--- config.mk ---
export PLATFORM = sky130hd
export DESIGN_NAME = pmu_ahb_top
export DESIGN_NICKNAME = d
export VERILOG_FILES = /design/src/common/pmu_pkg.sv /design/src/common/pmu_reg_if.sv /design/src/common/pmu_cnt_if.sv /design/src/design/pmu_ahb/pmu_ahb_slave.sv /design/src/design/pmu_ctrl_regs.sv /design/src/design/pmu_counter.sv /design/src/design/pmu_status_unit.sv /design/src/design/pmu_ahb_top.sv
export VERILOG_INCLUDE_DIRS = /design/src /design/src/common
export SDC_FILE = /design/constraint.sdc
export NUM_CORES = 1
export LEC_CHECK = 0
export BUFFER_PORTS_ARGS = -buffer_cell sky130_fd_sc_hd__buf_2
export CORE_ASPECT_RATIO = 0.75
export CORE_MARGIN = 3
export CORE_UTILIZATION = 38
export DETAILED_ROUTE_END_ITERATION = 7
export PLACE_DENSITY = 0.66
export SYNTH_ARGS = -nofsm -noshare
export SYNTH_HDL_FRONTEND = slang
export SYNTH_SLANG_ARGS = --single-unit
--- constraint.sdc ---
create_clock -name clk_i -period 4.8 [get_ports clk_i]
set_input_delay 0.48 -clock clk_i [delete_from_list [all_inputs] [get_ports clk_i]]
set_output_delay 0.48 -clock clk_i [all_outputs]
set_load 0.02 [all_outputs]
--- src/common/pmu_config.svh ---
// Sizes and register map of the performance monitoring unit.
// Include this header wherever a width or a register index is needed.
// The register index is the word address, taken from HADDR bits 5:2.

`ifndef PMU_CONFIG_SVH
`define PMU_CONFIG_SVH

// Sizes
`define PMU_N_COUNTERS     4
`define PMU_N_EVENTS       32
`define PMU_REG_WIDTH      32
`define PMU_ADDR_WIDTH     32
`define PMU_IDX_WIDTH      4
`define PMU_SEL_WIDTH      5

// Register map, in word indexes
`define PMU_REG_CTRL       0
`define PMU_REG_CNT_BASE   1
`define PMU_REG_OVF_STATUS 5
`define PMU_REG_OVF_MASK   6
`define PMU_REG_SEL_BASE   7
`define PMU_N_REGS         11

// Control register fields
`define PMU_CTRL_EN_BIT    0
`define PMU_CTRL_CLR_BIT   1

`endif

--- src/common/pmu_pkg.sv ---
// Shared types of the performance monitoring unit.
// Modules refer to these types by scoped names; widths come from the
// configuration header.

`include "pmu_config.svh"

package pmu_pkg;

    // One register or bus data word
    typedef logic [`PMU_REG_WIDTH-1:0] reg_word_t;

    // Word index into the register bank
    typedef logic [`PMU_IDX_WIDTH-1:0] reg_idx_t;

    // Raw system event inputs
    typedef logic [`PMU_N_EVENTS-1:0] events_t;

    // Event number picked by one counter
    typedef logic [`PMU_SEL_WIDTH-1:0] event_sel_t;

    // One flag per counter
    typedef logic [`PMU_N_COUNTERS-1:0] cnt_mask_t;

    // Data-phase state, same encoding as HTRANS
    typedef enum logic [1:0] {
        ST_IDLE   = 2'b00,
        ST_BUSY   = 2'b01,
        ST_NONSEQ = 2'b10,
        ST_SEQ    = 2'b11
    } slave_state_e;

endpackage

--- src/common/pmu_reg_if.sv ---
// Register access channel from the AHB slave to the register bank.
// The slave side presents a decoded index and a one-cycle write strobe;
// the bank side answers with read data for the same index.

`include "pmu_config.svh"

interface pmu_reg_if;

    // Write strobe, high only in the data phase of an accepted write
    logic                wr_stb;
    // Word index of the current data phase
    pmu_pkg::reg_idx_t   idx;
    // Index lies inside the register map
    logic                idx_valid;
    pmu_pkg::reg_word_t  wdata;
    // Read data, combinational from idx
    pmu_pkg::reg_word_t  rdata;

    modport slave (
        output wr_stb, idx, idx_valid, wdata,
        input  rdata
    );

    modport bank (
        input  wr_stb, idx, idx_valid, wdata,
        output rdata
    );

endinterface

--- src/common/pmu_cnt_if.sv ---
// Control and result channel of one event counter.
// The register logic drives the commands, the counter returns its value
// and overflow pulse, and the status unit observes both results.

`include "pmu_config.svh"

interface pmu_cnt_if;

    // Commands, priority clr over load over inc
    logic                inc;
    logic                clr;
    logic                load;
    pmu_pkg::reg_word_t  load_data;

    // Results
    pmu_pkg::reg_word_t  value;
    // One-cycle pulse after a wrap
    logic                ovf;

    modport ctrl (output inc, clr, load, load_data);

    modport cnt (
        input  inc, clr, load, load_data,
        output value, ovf
    );

    modport stat (input value, ovf);

endinterface

--- src/design/pmu_ahb/pmu_ahb_slave.sv ---
// AHB-lite slave front end of the PMU.
// Captures the address phase and decodes the following data phase into a
// register index and a one-cycle write strobe. Zero wait states, no
// error response; IDLE, BUSY or a deselected slave never write.

`include "pmu_config.svh"

module pmu_ahb_slave (
    input  logic                       clk_i,
    input  logic                       rstn_i,
    input  logic                       hsel_i,
    input  logic [1:0]                 htrans_i,
    input  logic                       hwrite_i,
    input  logic [`PMU_ADDR_WIDTH-1:0] haddr_i,
    input  pmu_pkg::reg_word_t         hwdata_i,
    pmu_reg_if.slave                   reg_o
);

    // ------------------------------------------------------------------
    // Address phase capture
    // ------------------------------------------------------------------

    pmu_pkg::slave_state_e       state_d;
    pmu_pkg::slave_state_e       state_q;
    logic                        write_q;
    logic [`PMU_ADDR_WIDTH-1:0]  addr_q;

    // Deselected slave sees the transfer as IDLE
    always_comb begin
        if (hsel_i) begin
            state_d = pmu_pkg::slave_state_e'(htrans_i);
        end else begin
            state_d = pmu_pkg::ST_IDLE;
        end
    end

    always_ff @(posedge clk_i) begin
        if (!rstn_i) begin
            state_q <= pmu_pkg::ST_IDLE;
            write_q <= 1'b0;
            addr_q  <= '0;
        end else begin
            state_q <= state_d;
            // Only real transfers carry a direction and an address
            if (state_d == pmu_pkg::ST_NONSEQ || state_d == pmu_pkg::ST_SEQ) begin
                write_q <= hwrite_i;
                addr_q  <= haddr_i;
            end
        end
    end

    // ------------------------------------------------------------------
    // Data phase decode
    // ------------------------------------------------------------------

    logic active;

    // Data phase of a NONSEQ or SEQ transfer
    assign active = (state_q == pmu_pkg::ST_NONSEQ) || (state_q == pmu_pkg::ST_SEQ);

    // Word index from byte address
    assign reg_o.idx       = addr_q[`PMU_IDX_WIDTH+1:2];
    assign reg_o.idx_valid = (reg_o.idx < pmu_pkg::reg_idx_t'(`PMU_N_REGS));

    // Write data belongs to this cycle, lands at its closing edge
    assign reg_o.wdata  = hwdata_i;
    assign reg_o.wr_stb = active && write_q && reg_o.idx_valid;

endmodule

--- src/design/pmu_ctrl_regs.sv ---
// Control, mask and event-select registers of the PMU.
// Also holds the event crossbar, which routes one system event to each
// counter, and steers bus writes into counter load and clear commands.
// All commands are combinational and act at the edge ending the data phase.

`include "pmu_config.svh"

module pmu_ctrl_regs (
    input  logic                 clk_i,
    input  logic                 rstn_i,
    input  pmu_pkg::events_t     events_i,
    pmu_reg_if.bank              reg_i,
    pmu_cnt_if.ctrl              cnt_o [`PMU_N_COUNTERS],
    output logic                 enable_o,
    output pmu_pkg::cnt_mask_t   mask_o,
    output pmu_pkg::event_sel_t  sel_o [`PMU_N_COUNTERS]
);

    // ------------------------------------------------------------------
    // Register bank
    // ------------------------------------------------------------------

    logic                 enable_q;
    pmu_pkg::cnt_mask_t   mask_q;
    pmu_pkg::event_sel_t  sel_q [`PMU_N_COUNTERS];
    logic                 ctrl_wr;
    logic                 mask_wr;

    assign ctrl_wr = reg_i.wr_stb && (reg_i.idx == pmu_pkg::reg_idx_t'(`PMU_REG_CTRL));
    assign mask_wr = reg_i.wr_stb && (reg_i.idx == pmu_pkg::reg_idx_t'(`PMU_REG_OVF_MASK));

    always_ff @(posedge clk_i) begin
        if (!rstn_i) begin
            enable_q <= 1'b0;
            mask_q   <= '0;
            for (int k = 0; k < `PMU_N_COUNTERS; k++) begin
                sel_q[k] <= '0;
            end
        end else begin
            // Clear bit is a command only, never stored
            if (ctrl_wr) begin
                enable_q <= reg_i.wdata[`PMU_CTRL_EN_BIT];
            end
            if (mask_wr) begin
                mask_q <= reg_i.wdata[`PMU_N_COUNTERS-1:0];
            end
            // Select registers keep the low event-number bits only
            for (int k = 0; k < `PMU_N_COUNTERS; k++) begin
                if (reg_i.wr_stb &&
                    reg_i.idx == pmu_pkg::reg_idx_t'(`PMU_REG_SEL_BASE + k)) begin
                    sel_q[k] <= reg_i.wdata[`PMU_SEL_WIDTH-1:0];
                end
            end
        end
    end

    // ------------------------------------------------------------------
    // Crossbar and counter commands
    // ------------------------------------------------------------------

    logic clr_all;

    // Clear hits every counter at once
    assign clr_all = ctrl_wr && reg_i.wdata[`PMU_CTRL_CLR_BIT];

    for (genvar i = 0; i < `PMU_N_COUNTERS; i++) begin : g_cnt_cmd
        // Selected event, counted only while enabled
        assign cnt_o[i].inc       = enable_q && events_i[sel_q[i]];
        assign cnt_o[i].clr       = clr_all;
        // Direct counter write through the bus
        assign cnt_o[i].load      = reg_i.wr_stb &&
                                    (reg_i.idx == pmu_pkg::reg_idx_t'(`PMU_REG_CNT_BASE + i));
        assign cnt_o[i].load_data = reg_i.wdata;
        assign sel_o[i]           = sel_q[i];
    end

    // Readback for the status unit
    assign enable_o = enable_q;
    assign mask_o   = mask_q;

endmodule

--- src/design/pmu_counter.sv ---
// One 32-bit event counter.
// Clear wins over load, load wins over increment. A wrap from all ones
// to zero gives a one-cycle overflow pulse in the following cycle.

`include "pmu_config.svh"

module pmu_counter (
    input  logic     clk_i,
    input  logic     rstn_i,
    pmu_cnt_if.cnt   cnt_i
);

    pmu_pkg::reg_word_t  value_q;
    logic                ovf_q;
    logic                wrap;

    // Increment is the only action that can wrap
    assign wrap = cnt_i.inc && !cnt_i.clr && !cnt_i.load && (value_q == '1);

    always_ff @(posedge clk_i) begin
        if (!rstn_i) begin
            value_q <= '0;
        end else if (cnt_i.clr) begin
            value_q <= '0;
        end else if (cnt_i.load) begin
            value_q <= cnt_i.load_data;
        end else if (cnt_i.inc) begin
            // Wraps naturally to zero
            value_q <= value_q + 1'b1;
        end
    end

    // Overflow pulse, one cycle behind the wrapping edge
    always_ff @(posedge clk_i) begin
        if (!rstn_i) begin
            ovf_q <= 1'b0;
        end else begin
            ovf_q <= wrap;
        end
    end

    assign cnt_i.value = value_q;
    assign cnt_i.ovf   = ovf_q;

endmodule

--- src/design/pmu_status_unit.sv ---
// Overflow status, overflow interrupt and read-data multiplexer.
// Status bits are sticky and cleared by writing 1; a set wins over a
// clear in the same cycle. The interrupt is registered from status and
// mask. Reads of an index outside the map return zero.

`include "pmu_config.svh"

module pmu_status_unit (
    input  logic                 clk_i,
    input  logic                 rstn_i,
    pmu_reg_if.bank              reg_i,
    pmu_cnt_if.stat              cnt_i [`PMU_N_COUNTERS],
    input  logic                 enable_i,
    input  pmu_pkg::cnt_mask_t   mask_i,
    input  pmu_pkg::event_sel_t  sel_i [`PMU_N_COUNTERS],
    output logic                 intr_overflow_o
);

    pmu_pkg::reg_word_t  value [`PMU_N_COUNTERS];
    pmu_pkg::cnt_mask_t  ovf_vec;
    pmu_pkg::cnt_mask_t  status_q;
    pmu_pkg::cnt_mask_t  clr_bits;
    pmu_pkg::reg_word_t  rd_word;
    logic                intr_q;

    // Flatten the counter results so they can be indexed
    for (genvar i = 0; i < `PMU_N_COUNTERS; i++) begin : g_cnt_res
        assign value[i]   = cnt_i[i].value;
        assign ovf_vec[i] = cnt_i[i].ovf;
    end

    // ------------------------------------------------------------------
    // Sticky status and interrupt
    // ------------------------------------------------------------------

    // Write-1-to-clear
    assign clr_bits = (reg_i.wr_stb &&
                       reg_i.idx == pmu_pkg::reg_idx_t'(`PMU_REG_OVF_STATUS)) ?
                      reg_i.wdata[`PMU_N_COUNTERS-1:0] : '0;

    always_ff @(posedge clk_i) begin
        if (!rstn_i) begin
            status_q <= '0;
            intr_q   <= 1'b0;
        end else begin
            status_q <= (status_q & ~clr_bits) | ovf_vec;
            // Follows the stored status one cycle later
            intr_q   <= |(status_q & mask_i);
        end
    end

    assign intr_overflow_o = intr_q;

    // ------------------------------------------------------------------
    // Read multiplexer
    // ------------------------------------------------------------------

    always_comb begin
        rd_word = '0;
        // Clear bit always reads as zero
        if (reg_i.idx == pmu_pkg::reg_idx_t'(`PMU_REG_CTRL)) begin
            rd_word[`PMU_CTRL_EN_BIT] = enable_i;
        end
        if (reg_i.idx == pmu_pkg::reg_idx_t'(`PMU_REG_OVF_STATUS)) begin
            rd_word = pmu_pkg::reg_word_t'(status_q);
        end
        if (reg_i.idx == pmu_pkg::reg_idx_t'(`PMU_REG_OVF_MASK)) begin
            rd_word = pmu_pkg::reg_word_t'(mask_i);
        end
        for (int k = 0; k < `PMU_N_COUNTERS; k++) begin
            if (reg_i.idx == pmu_pkg::reg_idx_t'(`PMU_REG_CNT_BASE + k)) begin
                rd_word = value[k];
            end
            if (reg_i.idx == pmu_pkg::reg_idx_t'(`PMU_REG_SEL_BASE + k)) begin
                rd_word = pmu_pkg::reg_word_t'(sel_i[k]);
            end
        end
    end

    // Holes above the map read as zero
    assign reg_i.rdata = reg_i.idx_valid ? rd_word : '0;

endmodule

--- src/design/pmu_ahb_top.sv ---
// Top level of the AHB-lite performance monitoring unit.
// Plain AHB slave ports plus the event inputs and the overflow interrupt.
// Transfers always complete in zero wait states with an OKAY response;
// size, burst, protection and lock inputs are accepted but not used.

`include "pmu_config.svh"

module pmu_ahb_top (
    input  logic                       rstn_i,
    input  logic                       clk_i,
    // AHB-lite slave port
    input  logic                       hsel_i,
    input  logic                       hreadyi_i,
    input  logic [`PMU_ADDR_WIDTH-1:0] haddr_i,
    input  logic                       hwrite_i,
    input  logic [1:0]                 htrans_i,
    input  logic [2:0]                 hsize_i,
    input  logic [2:0]                 hburst_i,
    input  pmu_pkg::reg_word_t         hwdata_i,
    input  logic [3:0]                 hprot_i,
    input  logic                       hmastlock_i,
    output logic                       hreadyo_o,
    output logic [1:0]                 hresp_o,
    output pmu_pkg::reg_word_t         hrdata_o,
    // PMU side
    input  pmu_pkg::events_t           events_i,
    output logic                       intr_overflow_o
);

    localparam logic [1:0] HRESP_OKAY = 2'b00;

    pmu_reg_if            u_reg_if ();
    pmu_cnt_if            u_cnt_if [`PMU_N_COUNTERS] ();
    logic                 enable;
    pmu_pkg::cnt_mask_t   mask;
    pmu_pkg::event_sel_t  sel [`PMU_N_COUNTERS];

    // ------------------------------------------------------------------
    // Bus front end
    // ------------------------------------------------------------------

    pmu_ahb_slave u_pmu_ahb_slave (
        .clk_i    (clk_i),
        .rstn_i   (rstn_i),
        .hsel_i   (hsel_i),
        .htrans_i (htrans_i),
        .hwrite_i (hwrite_i),
        .haddr_i  (haddr_i),
        .hwdata_i (hwdata_i),
        .reg_o    (u_reg_if)
    );

    // No wait states, no errors
    assign hreadyo_o = 1'b1;
    assign hresp_o   = HRESP_OKAY;
    assign hrdata_o  = u_reg_if.rdata;

    // ------------------------------------------------------------------
    // Register logic, counters and status
    // ------------------------------------------------------------------

    pmu_ctrl_regs u_pmu_ctrl_regs (
        .clk_i    (clk_i),
        .rstn_i   (rstn_i),
        .events_i (events_i),
        .reg_i    (u_reg_if),
        .cnt_o    (u_cnt_if),
        .enable_o (enable),
        .mask_o   (mask),
        .sel_o    (sel)
    );

    for (genvar i = 0; i < `PMU_N_COUNTERS; i++) begin : g_counter
        pmu_counter u_pmu_counter (
            .clk_i  (clk_i),
            .rstn_i (rstn_i),
            .cnt_i  (u_cnt_if[i])
        );
    end

    pmu_status_unit u_pmu_status_unit (
        .clk_i           (clk_i),
        .rstn_i          (rstn_i),
        .reg_i           (u_reg_if),
        .cnt_i           (u_cnt_if),
        .enable_i        (enable),
        .mask_i          (mask),
        .sel_i           (sel),
        .intr_overflow_o (intr_overflow_o)
    );

endmodule

==> reports/results.ini <==
[run_status]
run_status = complete, no violations

[drt]
drt_iter0_drc = 1345
drt-pass1-iter-count = 5
ant_nets = 0
post_drt_wl_per_cell_um = 21.6
totalWireLength_um = 38400
vias_per_cell = 6.09
vias = 10800
drc = 0

[timing]
tns_ns = 0
fin_crit_ns = 3.63
max_slew_margin = 0.296
rsz0062_at_grt = false
fmax_mhz = 276
period_share = 0.756
final.setup_skew_ns = 0.0159
worst_slew_pin_slew_ns = 1.06
setup_viol = 0
finalHoldViolCount = 0
maxSlewViolCount = 0
post-route-worst-setup-slack_ns = 1.17

[clock_tree]
ctsHoldBuffers = 0
clk_latency_ns = 0.44
cts.clk_slew.worst_paths_ns = 0.08
cts_sinks = 168
numCtsBuffers = 17
ctsLongestPathBuffers = 2
cts_root_buf = clkbuf_16
ctsResizeCount = 0
cts_tree = yes
postCtsSetupRepairBufs = 0
htreeDepth = 4

[critical_path]
crit_arrival_ns = 3.15
max_stage_delay_ns = 0.83
setup.worst_path.start = u_pmu_ahb_slave.addr_q[4]
crit_path_end_kind = output port
critPathRequiredTime_ns = 4.32
crit_path_start_kind = flip-flop
path_max_fanout = 18
path_class = flip-flop to output port
cp_slowest_cell = nor2_2
reg2reg_from = u_pmu_ctrl_regs.sel_q[3][0]
crit_chain = inv_1, nand2_1, nor2_2, buf_4, a221o_1, buf_2

[synth]
ys_seq_area_frac = 0.318
async_reset_ff_frac = 0
yosysWarnings = 0
ys_types = 69
synth_flop_cell = dfxtp_1
synth_cells = 1338
ys_seq_elements = 168
syn_area_per_cell_um2 = 8.36
syn_area_um2 = 11200
synth_enable_flop_cells = 20

[die]
io_pins = 150
initial_utilization = 0.392
die-area_um2 = 31600
fp.dieW_um = 204
rows = 53
core_area_um2 = 28500
die_h_um = 155

[placed_design]
io_buffers = 105
dp_slack_ns = 1.36
dp_hpwl_um = 28000
finalWeightedCongestion = 0.956

[final_layout]
drive_gt1_frac = 0.170
final_cell_mix = dfxtp_1 (148), o21ai_0 (144), a21oi_1 (128), buf_2 (105), xnor2_1 (101)
final_common_cell = dfxtp_1
fin_nets = 1497
fillers = 2832
areaGrowthSynthToFinish_pct = 11.8

[min_path]
holdCritPathClass = primary input to flip-flop
hp-start = haddr_i[2]

[global_routing]
grt_pass1_vias = 9872
gr-total-overflow = 0
grt.total_usage = 0.240
grt_pass1_wl_um = 59800
antenna_found_initial = 4
grt_max_degree = 100

[pwr]
ir_worst_vdd_mv = 0.248
powerDensity_nw_per_um2 = 250
power_leakage_nw = 3.93

[flow_run]
max_cap_violations = 0

==> area by class of cell <==
cell class / instances / area, um^2 / share of cell area
multi-input cells: 1036 / 7090 / 0.567
flip-flops and latches: 168 / 3560 / 0.285
repair buffers: 123 / 673 / 0.0538
well taps: 385 / 482 / 0.0385
clock buffers: 17 / 425 / 0.0340
clock inverters: 15 / 151 / 0.0121
inverters: 33 / 124 / 0.00990
diodes: 1 / 2.50 / 0.000200
==> flip-flops by register name, indices dropped and copies added (netlist names), 4 cells and up <==
| name | flops |
|---|---|
| u_pmu_ctrl_regs.sel_q | 20 |
| g_counter.u_pmu_counter.cnt_i.value | 128 |
| u_pmu_ahb_slave.addr_q | 4 |
| u_pmu_ctrl_regs.mask_o | 4 |
| u_pmu_status_unit.status_q | 4 |
| g_counter.u_pmu_counter.cnt_i.ovf | 4 |
==> layer usage <==
layer	track usage	up-vias	share of wire
met5	0	-	0.00089
met4	0.0455	6	0.011
met3	0.0637	37	0.12
met2	0.337	531	0.41
met1	0.368	5191	0.46
li1	-	5055	-
==> synthesized netlist by cell type (all sizes together), types with 29 or more instances <==
| library cell | number | area, um^2 |
|---|---|---|
| a221o | 29 | 290 |
| nand3 | 68 | 340 |
| a21oi | 128 | 641 |
| clkbuf | 78 | 294 |
| nor4 | 49 | 409 |
| o21ai | 146 | 731 |
| nor2 | 60 | 228 |
| dfxtp | 148 | 2960 |
| nor3 | 58 | 365 |
| mux2i | 37 | 370 |
| xnor2 | 101 | 885 |
| a22o | 29 | 254 |
| nand4 | 39 | 250 |
| nand2 | 93 | 349 |
| inv | 33 | 124 |
==> logic make-up after synthesis <==
kind of cell | Yosys count | share of synthesized area
AO/OA/AOI/OAI | 383 | 0.210
XOR/XNOR | 115 | 0.0900
adder cells (fa/ha/maj) | 4 | 0.00447
buffers and inverters | 135 | 0.0514
flip-flops | 168 | 0.318
multiplexers | 69 | 0.0935
other | 2 | 0.000671
AND/OR/NAND/NOR | 462 | 0.231
==> stage by stage <==
| step | hold slack [ns] | utilization | power [W] | instances | area (um^2) |
|---|---|---|---|---|---|
| 3_5_place_dp | 0.457 | 0.418 | 0.00177 | 1745 | 11900 |
| 5_1_grt | 0.304 | 0.439 | 0.00321 | 1777 | 12500 |
| 6_report | 0.297 | 0.439 | 0.00312 | 1778 | 12500 |
| 3_3_place_gp | 0.449 | 0.418 | 0.00176 | 1745 | 11900 |
| 4_1_cts | 0.288 | 0.439 | 0.00312 | 1777 | 12500 |
| 2_1_floorplan | 0.434 | - | 0.00164 | 1339 | 11200 |
==> power breakdown <==
part | internal [W] | total [W] | switching, W
Sequential | 0.00143 | 0.00146 | 0.0000284
Combinational | 0.000104 | 0.000285 | 0.000181
Clock | 0.000697 | 0.00138 | 0.000683
==> path summary, 6_finish.rpt <==
check,to,slack (ns),cells past startpoint
hold reg to reg,u_pmu_status_unit.status_q[1],0.48,2
setup reg to reg,g_counter[3].u_pmu_counter.cnt_i.value[29],1.29,7
setup / recovery,hrdata_o[31],1.17,6
hold / removal,u_pmu_ahb_slave.addr_q[2],0.30,3
==> critical path: cells and delay by family, from the launching register on <==
| family | cells | cell delay (ns) |
|---|---|---|
| AND/OR/NAND/NOR | 2 | 1.03 |
| buffers and inverters | 3 | 0.95 |
| flip-flops | 1 | 0.47 |
| AO/OA/AOI/OAI | 1 | 0.24 |
(Power assumes the default switching activity.)
